**config.mk**
```make
export PLATFORM = sky130hd
export DESIGN_NAME = ntt_controller
export DESIGN_NICKNAME = d
export VERILOG_FILES = /design/src/ntt_pkg.sv /design/src/ctrl_if.sv /design/src/ntt_controller.sv /design/src/memory_control.sv /design/src/issue_counter.sv /design/src/stage_sequencer.sv
export SDC_FILE = /design/constraint.sdc
export NUM_CORES = 1
export LEC_CHECK = 0
export BUFFER_PORTS_ARGS = -buffer_cell sky130_fd_sc_hd__buf_2
export CAP_MARGIN = 30
export CORE_AREA = 5 5 58 60
export CTS_BUF_LIST = sky130_fd_sc_hd__clkbuf_8
export CTS_CLUSTER_SIZE = 30
export DETAILED_ROUTE_END_ITERATION = 6
export DIE_AREA = 0 0 63 65
export PLACE_DENSITY = 0.9
export SLEW_MARGIN = 20
export SYNTH_ARGS = -nofsm -noshare
export SYNTH_HDL_FRONTEND = slang
export SYNTH_SLANG_ARGS = --single-unit
```
**constraint.sdc**
```tcl
create_clock -name clk -period 2 [get_ports clk]
set_clock_uncertainty 0.15 [all_clocks]
set_input_delay 0.4 -clock clk [delete_from_list [all_inputs] [get_ports clk]]
set_output_delay 0.4 -clock clk [all_outputs]
set_load 0.005 [all_outputs]
```
**src/ntt_pkg.sv**
```systemverilog
package ntt_pkg;

    // counter and depth width
    localparam int DEPTH_W = 8;
    localparam int STAGE_W = 2;

    localparam int NUM_STAGES = 4;

    // memory load time after reset
    localparam logic [DEPTH_W-1:0] INIT_CYCLES = 8'd64;

    // butterfly issues per stage
    localparam logic [DEPTH_W-1:0] BUTTERFLIES_PER_STAGE = 8'd32;
    localparam logic [DEPTH_W-1:0] LAST_STAGE_BUTTERFLIES = 8'd16;

    // pipeline drain after each stage
    localparam logic [DEPTH_W-1:0] DRAIN_CYCLES = 8'd12;
    localparam logic [DEPTH_W-1:0] LAST_DRAIN_CYCLES = 8'd2;

    // twiddle depth in the radix-k2 stage
    localparam logic [DEPTH_W-1:0] LAST_DEPTH = 8'd9;

    // index of the final stage
    localparam logic [STAGE_W-1:0] LAST_STAGE_IDX = STAGE_W'(NUM_STAGES - 1);

    typedef enum logic [1:0] {
        PH_IDLE,
        PH_COMPUTE,
        PH_DRAIN,
        PH_FINISH
    } phase_t;

endpackage
```
**src/ctrl_if.sv**
```systemverilog
interface ctrl_if;

    ntt_pkg::phase_t             phase;
    logic [ntt_pkg::STAGE_W-1:0] stage;

    // issue counter flags
    logic issue;
    logic issue_last;
    logic drain_last;

    modport seq (
        output phase,
        output stage,
        input  issue_last,
        input  drain_last
    );

    modport cnt (
        input  phase,
        input  stage,
        output issue,
        output issue_last,
        output drain_last
    );

    modport res (
        input phase,
        input stage,
        input issue
    );

endinterface

```
**src/ntt_controller.sv**
```systemverilog
module ntt_controller (
    input  logic                        clk,
    input  logic                        rst,
    input  logic                        start,
    input  logic                        operand_valid,
    input  logic                        rd_valid,
    input  logic                        bf_done,
    output logic                        tf_ren,
    output logic                        r_enable,
    output logic                        w_enable,
    output logic                        ntt_enable,
    output logic                        agu_enable,
    output logic                        agu_enable_k2,
    output logic                        last_stage,
    output logic                        done,
    output logic [ntt_pkg::DEPTH_W-1:0] depth
);

    ctrl_if ctl_bus ();

    stage_sequencer u_stage_sequencer (
        .clk   (clk),
        .rst   (rst),
        .start (start),
        .ctl   (ctl_bus.seq)
    );

    issue_counter u_issue_counter (
        .clk           (clk),
        .rst           (rst),
        .operand_valid (operand_valid),
        .ctl           (ctl_bus.cnt)
    );

    memory_control u_memory_control (
        .clk           (clk),
        .rst           (rst),
        .rd_valid      (rd_valid),
        .bf_done       (bf_done),
        .ctl           (ctl_bus.res),
        .tf_ren        (tf_ren),
        .r_enable      (r_enable),
        .w_enable      (w_enable),
        .ntt_enable    (ntt_enable),
        .agu_enable    (agu_enable),
        .agu_enable_k2 (agu_enable_k2),
        .last_stage    (last_stage),
        .done          (done),
        .depth         (depth)
    );

endmodule

```
**src/memory_control.sv**
```systemverilog
module memory_control (
    input  logic                        clk,
    input  logic                        rst,
    input  logic                        rd_valid,
    input  logic                        bf_done,
    ctrl_if.res                         ctl,
    output logic                        tf_ren,
    output logic                        r_enable,
    output logic                        w_enable,
    output logic                        ntt_enable,
    output logic                        agu_enable,
    output logic                        agu_enable_k2,
    output logic                        last_stage,
    output logic                        done,
    output logic [ntt_pkg::DEPTH_W-1:0] depth
);

    logic in_compute;
    logic in_drain;
    logic in_last;
    logic [ntt_pkg::DEPTH_W-1:0] stage_depth;

    assign in_compute = (ctl.phase == ntt_pkg::PH_COMPUTE);
    assign in_drain   = (ctl.phase == ntt_pkg::PH_DRAIN);
    assign in_last    = (ctl.stage == ntt_pkg::LAST_STAGE_IDX);

    // twiddle and operand reads go out with each issue
    assign tf_ren   = ctl.issue;
    assign r_enable = ctl.issue;

    // write back results; drain flushes the pipeline
    assign w_enable   = (in_compute && bf_done) || in_drain;
    assign ntt_enable = (in_compute || in_drain) && rd_valid;

    // radix-2 address gen for early stages, k2 for the last
    assign agu_enable    = in_compute && !in_last;
    assign agu_enable_k2 = in_compute && in_last;
    assign last_stage    = (in_compute || in_drain) && in_last;

    assign done = (ctl.phase == ntt_pkg::PH_FINISH);

    always_comb begin
        if (in_last) begin
            stage_depth = ntt_pkg::LAST_DEPTH;
        end else begin
            stage_depth = {{(ntt_pkg::DEPTH_W - ntt_pkg::STAGE_W){1'b0}}, ctl.stage};
        end
    end

    // depth only valid while twiddles are in use
    always_comb begin
        if (ctl.issue || in_drain) begin
            depth = stage_depth;
        end else begin
            depth = '0;
        end
    end

endmodule

```
**src/issue_counter.sv**
```systemverilog
module issue_counter (
    input  logic   clk,
    input  logic   rst,
    input  logic   operand_valid,
    ctrl_if.cnt    ctl
);

    logic [ntt_pkg::DEPTH_W-1:0] bf_cnt;
    logic [ntt_pkg::DEPTH_W-1:0] drain_cnt;
    logic [ntt_pkg::DEPTH_W-1:0] issue_bound;
    logic [ntt_pkg::DEPTH_W-1:0] drain_bound;
    logic                        last_stage;
    logic                        in_drain;

    assign last_stage = (ctl.stage == ntt_pkg::LAST_STAGE_IDX);
    assign in_drain   = (ctl.phase == ntt_pkg::PH_DRAIN);

    // the final stage is shorter on both counts
    always_comb begin
        if (last_stage) begin
            issue_bound = ntt_pkg::LAST_STAGE_BUTTERFLIES;
            drain_bound = ntt_pkg::LAST_DRAIN_CYCLES;
        end else begin
            issue_bound = ntt_pkg::BUTTERFLIES_PER_STAGE;
            drain_bound = ntt_pkg::DRAIN_CYCLES;
        end
    end

    // operand_valid low holds the count
    assign ctl.issue      = (ctl.phase == ntt_pkg::PH_COMPUTE) && operand_valid;
    assign ctl.issue_last = ctl.issue && (bf_cnt == issue_bound - 1'b1);
    assign ctl.drain_last = in_drain && (drain_cnt == drain_bound - 1'b1);

    always_ff @(posedge clk or posedge rst) begin
        if (rst) begin
            bf_cnt <= '0;
        end else if (ctl.issue_last) begin
            bf_cnt <= '0;
        end else if (ctl.issue) begin
            bf_cnt <= bf_cnt + 1'b1;
        end
    end

    always_ff @(posedge clk or posedge rst) begin
        if (rst) begin
            drain_cnt <= '0;
        end else if (!in_drain || ctl.drain_last) begin
            drain_cnt <= '0;
        end else begin
            drain_cnt <= drain_cnt + 1'b1;
        end
    end

endmodule

```
**src/stage_sequencer.sv**
```systemverilog
module stage_sequencer (
    input  logic   clk,
    input  logic   rst,
    input  logic   start,
    ctrl_if.seq    ctl
);

    logic [ntt_pkg::DEPTH_W-1:0] init_cnt;
    logic                        init_done;

    ntt_pkg::phase_t             phase_q;
    ntt_pkg::phase_t             phase_d;
    logic [ntt_pkg::STAGE_W-1:0] stage_q;
    logic                        is_last_stage;

    // wait for memory load before accepting start
    always_ff @(posedge clk or posedge rst) begin
        if (rst) begin
            init_cnt  <= '0;
            init_done <= 1'b0;
        end else if (!init_done) begin
            init_cnt  <= init_cnt + 1'b1;
            init_done <= (init_cnt == ntt_pkg::INIT_CYCLES - 1'b1);
        end
    end

    assign is_last_stage = (stage_q == ntt_pkg::LAST_STAGE_IDX);

    always_comb begin
        phase_d = phase_q;
        case (phase_q)
            ntt_pkg::PH_IDLE: begin
                if (start && init_done) begin
                    phase_d = ntt_pkg::PH_COMPUTE;
                end
            end
            ntt_pkg::PH_COMPUTE: begin
                if (ctl.issue_last) begin
                    phase_d = ntt_pkg::PH_DRAIN;
                end
            end
            ntt_pkg::PH_DRAIN: begin
                if (ctl.drain_last) begin
                    phase_d = is_last_stage ? ntt_pkg::PH_FINISH : ntt_pkg::PH_COMPUTE;
                end
            end
            ntt_pkg::PH_FINISH: begin
                phase_d = ntt_pkg::PH_IDLE;
            end
            default: begin
                phase_d = ntt_pkg::PH_IDLE;
            end
        endcase
    end

    always_ff @(posedge clk or posedge rst) begin
        if (rst) begin
            phase_q <= ntt_pkg::PH_IDLE;
        end else begin
            phase_q <= phase_d;
        end
    end

    // stage index moves on once each drain ends
    always_ff @(posedge clk or posedge rst) begin
        if (rst) begin
            stage_q <= '0;
        end else if (phase_q == ntt_pkg::PH_FINISH) begin
            stage_q <= '0;
        end else if (ctl.drain_last && !is_last_stage) begin
            stage_q <= stage_q + 1'b1;
        end
    end

    assign ctl.phase = phase_q;
    assign ctl.stage = stage_q;

endmodule

```
* Yosys cells after proc, flatten, opt, wreduce, memory -nomap -nowiden
Index checks and enable logic that the tools add are counted.
Word-level totals: bits of input ports 6, output and inout port bits 16, bits in registers 29, logic and storage cells 57
Cells by class: mux-type cells 15, equal/unequal tests 10, reduce and logical (&&, ||, !) cells 20, $add $sub $neg 6
Operator list (number):
- $add A8 B1 Y8 const B | 3
- $mux W8 | 3
- $eq A8 B8 Y1 | 2
- $mux W2 | 6
- $mux W4 | 3
- $logic_and A1 B1 Y1 | 10
- $eq A8 B6 Y1 const B | 1
- $pmux W2 S4 | 1
- $sub A6 B1 Y7 const B | 1
- $eq A2 B2 Y1 const B | 3
- $mux W6 | 1
- $sub A4 B1 Y5 const B | 1
- $logic_or A1 B1 Y1 | 4
- $ne A2 B1 Y1 const B | 2
- $reduce_bool A2 Y1 | 2
- $reduce_and A3 Y1 | 1
- $add A2 B1 Y2 const B | 1
- $eq A2 B1 Y1 const B | 1
- $logic_not A1 Y1 | 2
- $logic_not A2 Y1 | 1
- $ne A2 B2 Y1 const B | 1
- $mux W1 | 1

* Logic depth before layout (Yosys ltp)
depth in word-level cells 8, gate-level depth with buffers 7, gate-level depth less buffers 6

* Hierarchy
A second synthesis with hierarchy kept.
Second synthesis, totals: cells, all modules 163, area, all modules 1630.3 um^2
By module, submodules not included:
- issue_counter | area an instance 883.3 um^2, times used 1, seq. area each 400.4 um^2, cells an instance 90
- stage_sequencer | area an instance 589.3 um^2, times used 1, seq. area each 325.3 um^2, cells an instance 50
- memory_control | area an instance 157.7 um^2, times used 1, seq. area each 0.0 um^2, cells an instance 23

* Worst setup path before layout
OpenSTA, ideal clock, no wires.
path type flip-flop to flip-flop, start point reg u_stage_sequencer.stage_q, in the netlist u_stage_sequencer.ctl.stage[0], end point reg u_issue_counter.drain_cnt[2] (netlist name), buffers on the path 1, cell stages (with the launch flop) 7, clock period less this slack 1.742 ns, path slack 0.258 ns, library setup time 0.125 ns, arrival time 1.467 ns, data required time 1.725 ns, cells stage by stage dfrtp_1 -> ha_1 -> clkbuf_1 -> nand3b_1 -> a211oi_2 -> nand2b_1 -> nor2_1
Between the ends: cells in the longest elaborated chain, start to end 7
Ends and longest elaborated chain:
- start, declared | RTL line stage_sequencer.sv:13 | logic [ntt_pkg::STAGE_W-1:0] stage_q;
- start signal, assigned | RTL line stage_sequencer.sv:71 | stage_q <= stage_q + 1'b1;
- $eq A2 B2 Y1 | RTL line issue_counter.sv:15 | assign last_stage = (ctl.stage == ntt_pkg::LAST_STAGE_IDX);
- $mux W4 | RTL line issue_counter.sv:20 | if (last_stage) begin
- $sub A4 B1 Y5 | RTL line issue_counter.sv:32 | assign ctl.drain_last = in_drain && (drain_cnt == drain_bound - 1'b1);
- $eq A8 B8 Y1 | RTL line issue_counter.sv:32
- $logic_and A1 B1 Y1 | RTL line issue_counter.sv:32
- $logic_or A1 B1 Y1 | RTL line issue_counter.sv:47 | end else if (!in_drain || ctl.drain_last) begin
- $mux W8 | RTL line issue_counter.sv:47
- end signal, assigned | RTL line issue_counter.sv:50 | drain_cnt <= drain_cnt + 1'b1;
- end, declared | RTL line issue_counter.sv:9 | logic [ntt_pkg::DEPTH_W-1:0] drain_cnt;
Every way passes these cells. A chain may end at the register's enable or synchronous reset.

* Worst setup path after layout
start point reg u_stage_sequencer.phase_q[0], in the netlist u_stage_sequencer.ctl.phase[0], end point out done
Between the ends: cells in the longest elaborated chain, start to end 1
Ends and longest elaborated chain:
- start, declared | RTL line stage_sequencer.sv:11 | ntt_pkg::phase_t phase_q;
- start signal, assigned | RTL line stage_sequencer.sv:58 | phase_q <= ntt_pkg::PH_IDLE;
- start signal, assigned | RTL line stage_sequencer.sv:60 | phase_q <= phase_d;
- $eq A2 B2 Y1 | RTL line memory_control.sv:40 | assign done = (ctl.phase == ntt_pkg::PH_FINISH);
- end, declared | RTL line ntt_controller.sv:15 | output logic done,
Every way passes these cells.

==> results.yml <==
clock_network:
  clock-sinks: 29
  cts_tree: "done"
  cts.clk_slew.worst_paths_ns: 0.06
  clock_path_buffers: 2
  clock_latency_ns: 0.28
  cts-root-buf: "clkbuf_8"
  htreeDepth: 2
  cts_hold_buf: 0
  numCtsBuffers: 5
power:
  vdd_drop_max_v: 0.000591
  leakage_nw: 0.923
  clock_power_share: 0.464
  powerDensity_nw_per_um2: 603
  p_int_mw: 0.902
  seqPwrFrac: 0.518
  fin_total_pwr_mw: 1.13
  swShare: 0.204
  switchingPower_mw: 0.231
  p_comb_frac: 0.018
floorplanning:
  fp.coreArea_sq_um: 2880
  io_pins: 22
  die-area_sq_um: 4100
  dieHeight_microns: 65
  std_cell_rows: 20
  initial_utilization: 0.544
  die_x_microns: 63
run:
  drv_cap: 0
yosys:
  async_flop_share: 1.00
  synth_area_sq_um: 1570
  netlist_top_cells_count: "dfrtp_1 (29), nor2_1 (19), nand2_1 (11)"
  synth_edf_count: 0
  ys_seq_area_frac: 0.463
  yosysMostFrequentCell: "dfrtp_1"
  synthDistinctLibCells: 36
  synthCells: 154
  netlist_top_cells_area: "dfrtp_1 (46%), ha_1 (7.2%), xnor2_1 (5.6%), xor2_1 (5.6%), nor2_1 (4.6%)"
  avgSynthCellArea_sq_um: 10.2
  synth_ff_type: "dfrtp_1"
  synth_warnings: 0
  synth_seq_cells: 29
  synth_top_cell_by_area: "dfrtp_1"
  synth_top_area_frac: 0.463
cells_and_area:
  fin_nets: 200
  antenna-diode-count: 0
  area_delta_synth_final_pct: 20.0
  drive_gt1_frac: 0.269
  fin_util: 0.653
place:
  numPortBuffers: 16
  dpl.hpwl_microns: 2290
  place_congestion: 0.862
global_route:
  grt_antenna_before_repair: 0
  grt_max_degree: 30
  grt_pass1_vias: 1213
  grt_overflow: 0
  grt_pass1_wl_microns: 5390
  grt.total_usage: 0.172
detailed_routing:
  num_vias: 1190
  vias_per_cell: 5.43
  ant_nets: 0
  drc: 0
  wl_per_cell_microns: 14.4
  dr.pass1.iters: 5
  routed_wl_microns: 3160
  drt-initial-drc-count: 26
critical_path:
  crit_path_start_kind: "register"
  path_buf_inv: 3
  worst-path-stages: 4
  crit_family: "flip-flops"
  rrSetupSlack_ns: 0.14
  startpoint: "u_stage_sequencer.ctl.phase[0]"
  worstPathMaxFanout: 4
  worstPathArrival_ns: 1.37
  required_ns: 1.45
  end_kind: "primary output"
  slowest_stage: "dfrtp_2"
  max_stage_delay_ns: 0.45
  criticalPathCategory: "reg -> out"
  path_cells: "buf_4 > buf_4 > ha_1 > buf_2"
  reg2reg_from: "u_stage_sequencer.ctl.stage[0]"
  reg2reg_to: "u_stage_sequencer.ctl.phase[1]"
  reg2reg_depth: 6
  cpMostUsedCell: "buf_4"
  endpoint: "done"
sta:
  rsz0062_at_grt: "false"
  drv_slew: 0
  hold_viol_final: 0
  fin_setup_tns_ns: 0
  fmax_mhz: 522
  min_period_over_period: 0.959
  layout_min_cycle_time_ns: 1.92
  final-setup-viol-count: 0
status:
  outcome: "complete, no violations"
worst_hold_path:
  hp-class: "in -> async"
## layout by cell type, fill, tap and decap left out, types with 2 or more instances in the layout
| cell type | netlist | routed |
|---|---|---|
| buf_4 | 6 | 12 |
| a211oi_1 | 2 | 2 |
| clkbuf_8 | 0 | 7 |
| conb_1 | 1 | 5 |
| inv_2 | 0 | 2 |
| nand4_1 | 6 | 6 |
| nor2_1 | 19 | 18 |
| and2_1 | 5 | 4 |
| mux2_2 | 2 | 2 |
| dfrtp_1 | 29 | 28 |
| xor2_1 | 10 | 10 |
| inv_1 | 7 | 5 |
| a22oi_1 | 2 | 2 |
| nand2_1 | 11 | 11 |
| and3_1 | 4 | 4 |
| nand2b_1 | 4 | 3 |
| and4_1 | 2 | 2 |
| nor2b_1 | 3 | 3 |
| ha_1 | 9 | 7 |
| buf_2 | 1 | 16 |
| xnor2_1 | 10 | 10 |
| nand3_1 | 5 | 5 |
| ha_4 | 0 | 2 |
## how the worst min path moves through the flow
stage,start,endpoint,slack (ns),cells past startpoint
final,rst,u_stage_sequencer.init_cnt[3],0.02,3
after global routing,rst,u_stage_sequencer.init_cnt[5],0.04,3
after CTS,rst,u_stage_sequencer.init_cnt[3],0.02,3
after detailed placement,u_stage_sequencer.init_cnt[5],u_stage_sequencer.init_cnt[5],0.31,1
after global placement,u_stage_sequencer.init_cnt[5],u_stage_sequencer.init_cnt[5],0.31,1
after floorplan,u_stage_sequencer.init_cnt[5],u_stage_sequencer.init_cnt[5],0.29,1
## sequential cells by signal (all words and copies together) (netlist names)
| name | count |
|---|---|
| u_issue_counter.bf_cnt | 8 |
| u_issue_counter.drain_cnt | 8 |
| u_stage_sequencer.init_cnt | 8 |
| u_stage_sequencer.ctl.phase | 2 |
| u_stage_sequencer.ctl.stage | 2 |
| u_stage_sequencer.init_done | 1 |
## what timing repair did
item | CTS | global route
gates resized for setup | 4 | 7
pin swaps | 1 | 4
buffers inserted | 2 | 5
setup endpoints to repair | 5 | 14
cloned | 0 | 0
## worst register-to-register path, stage by stage, from the launching register on
cell and delay, ns:
dfrtp_1 0.40, ha_1 0.23, buf_4 0.16, nand3b_1 0.16, a211oi_2 0.31, o211ai_1 0.15, a2bb2oi_1 0.18
## cells by family after synthesis
group / after synthesis / share of synthesized area
AO/OA/AOI/OAI: 13 / 0.0655
XOR/XNOR: 20 / 0.112
adder cells (fa/ha/maj): 9 / 0.0719
buffers and inverters: 15 / 0.0511
flip-flops: 29 / 0.463
multiplexers: 2 / 0.0144
other: 1 / 0.00239
AND/OR/NAND/NOR: 65 / 0.220
## power groups by stage
stage          clock network (mW)  registers, mW  logic [mW]
6_report                    0.526          0.587      0.0201
5_1_grt                     0.586          0.586      0.0237
4_1_cts                     0.543          0.587      0.0205
3_5_place_dp                    0          0.597      0.0206
3_3_place_gp                    0          0.597      0.0198
2_1_floorplan                   0          0.597      0.0179
## layer usage
layer | wire [microns] | vias to the layer above | track usage | share of wire
met5 | 0 | - | 0 | 0
met4 | 85 | 0 | 0.103 | 0.027
met3 | 205 | 8 | 0.0555 | 0.065
met2 | 1650 | 35 | 0.295 | 0.52
met1 | 1220 | 578 | 0.182 | 0.39
li1 | - | 569 | - | -
## area by class of cell
class,instances,area [sq um]
fillers,210,998
multi-input cells,114,813
flip-flops and latches,29,727
repair buffers,28,170
clock buffers,7,96.3
well taps,33,41.3
inverters,7,26.3
clock inverters,1,5.00
## through the flow
step	hold slack [ns]	worst slack (ns)	cell area, sq um	std cells
5_1_grt	0.0417	0.0129	1880	219
3_5_place_dp	0.310	0.0666	1690	204
3_3_place_gp	0.307	0.168	1690	204
2_1_floorplan	0.288	0.258	1580	158
6_report	0.0189	0.0825	1880	219
4_1_cts	0.0199	0.0256	1820	214
Note: power is estimated with default switching activity, not from simulation.
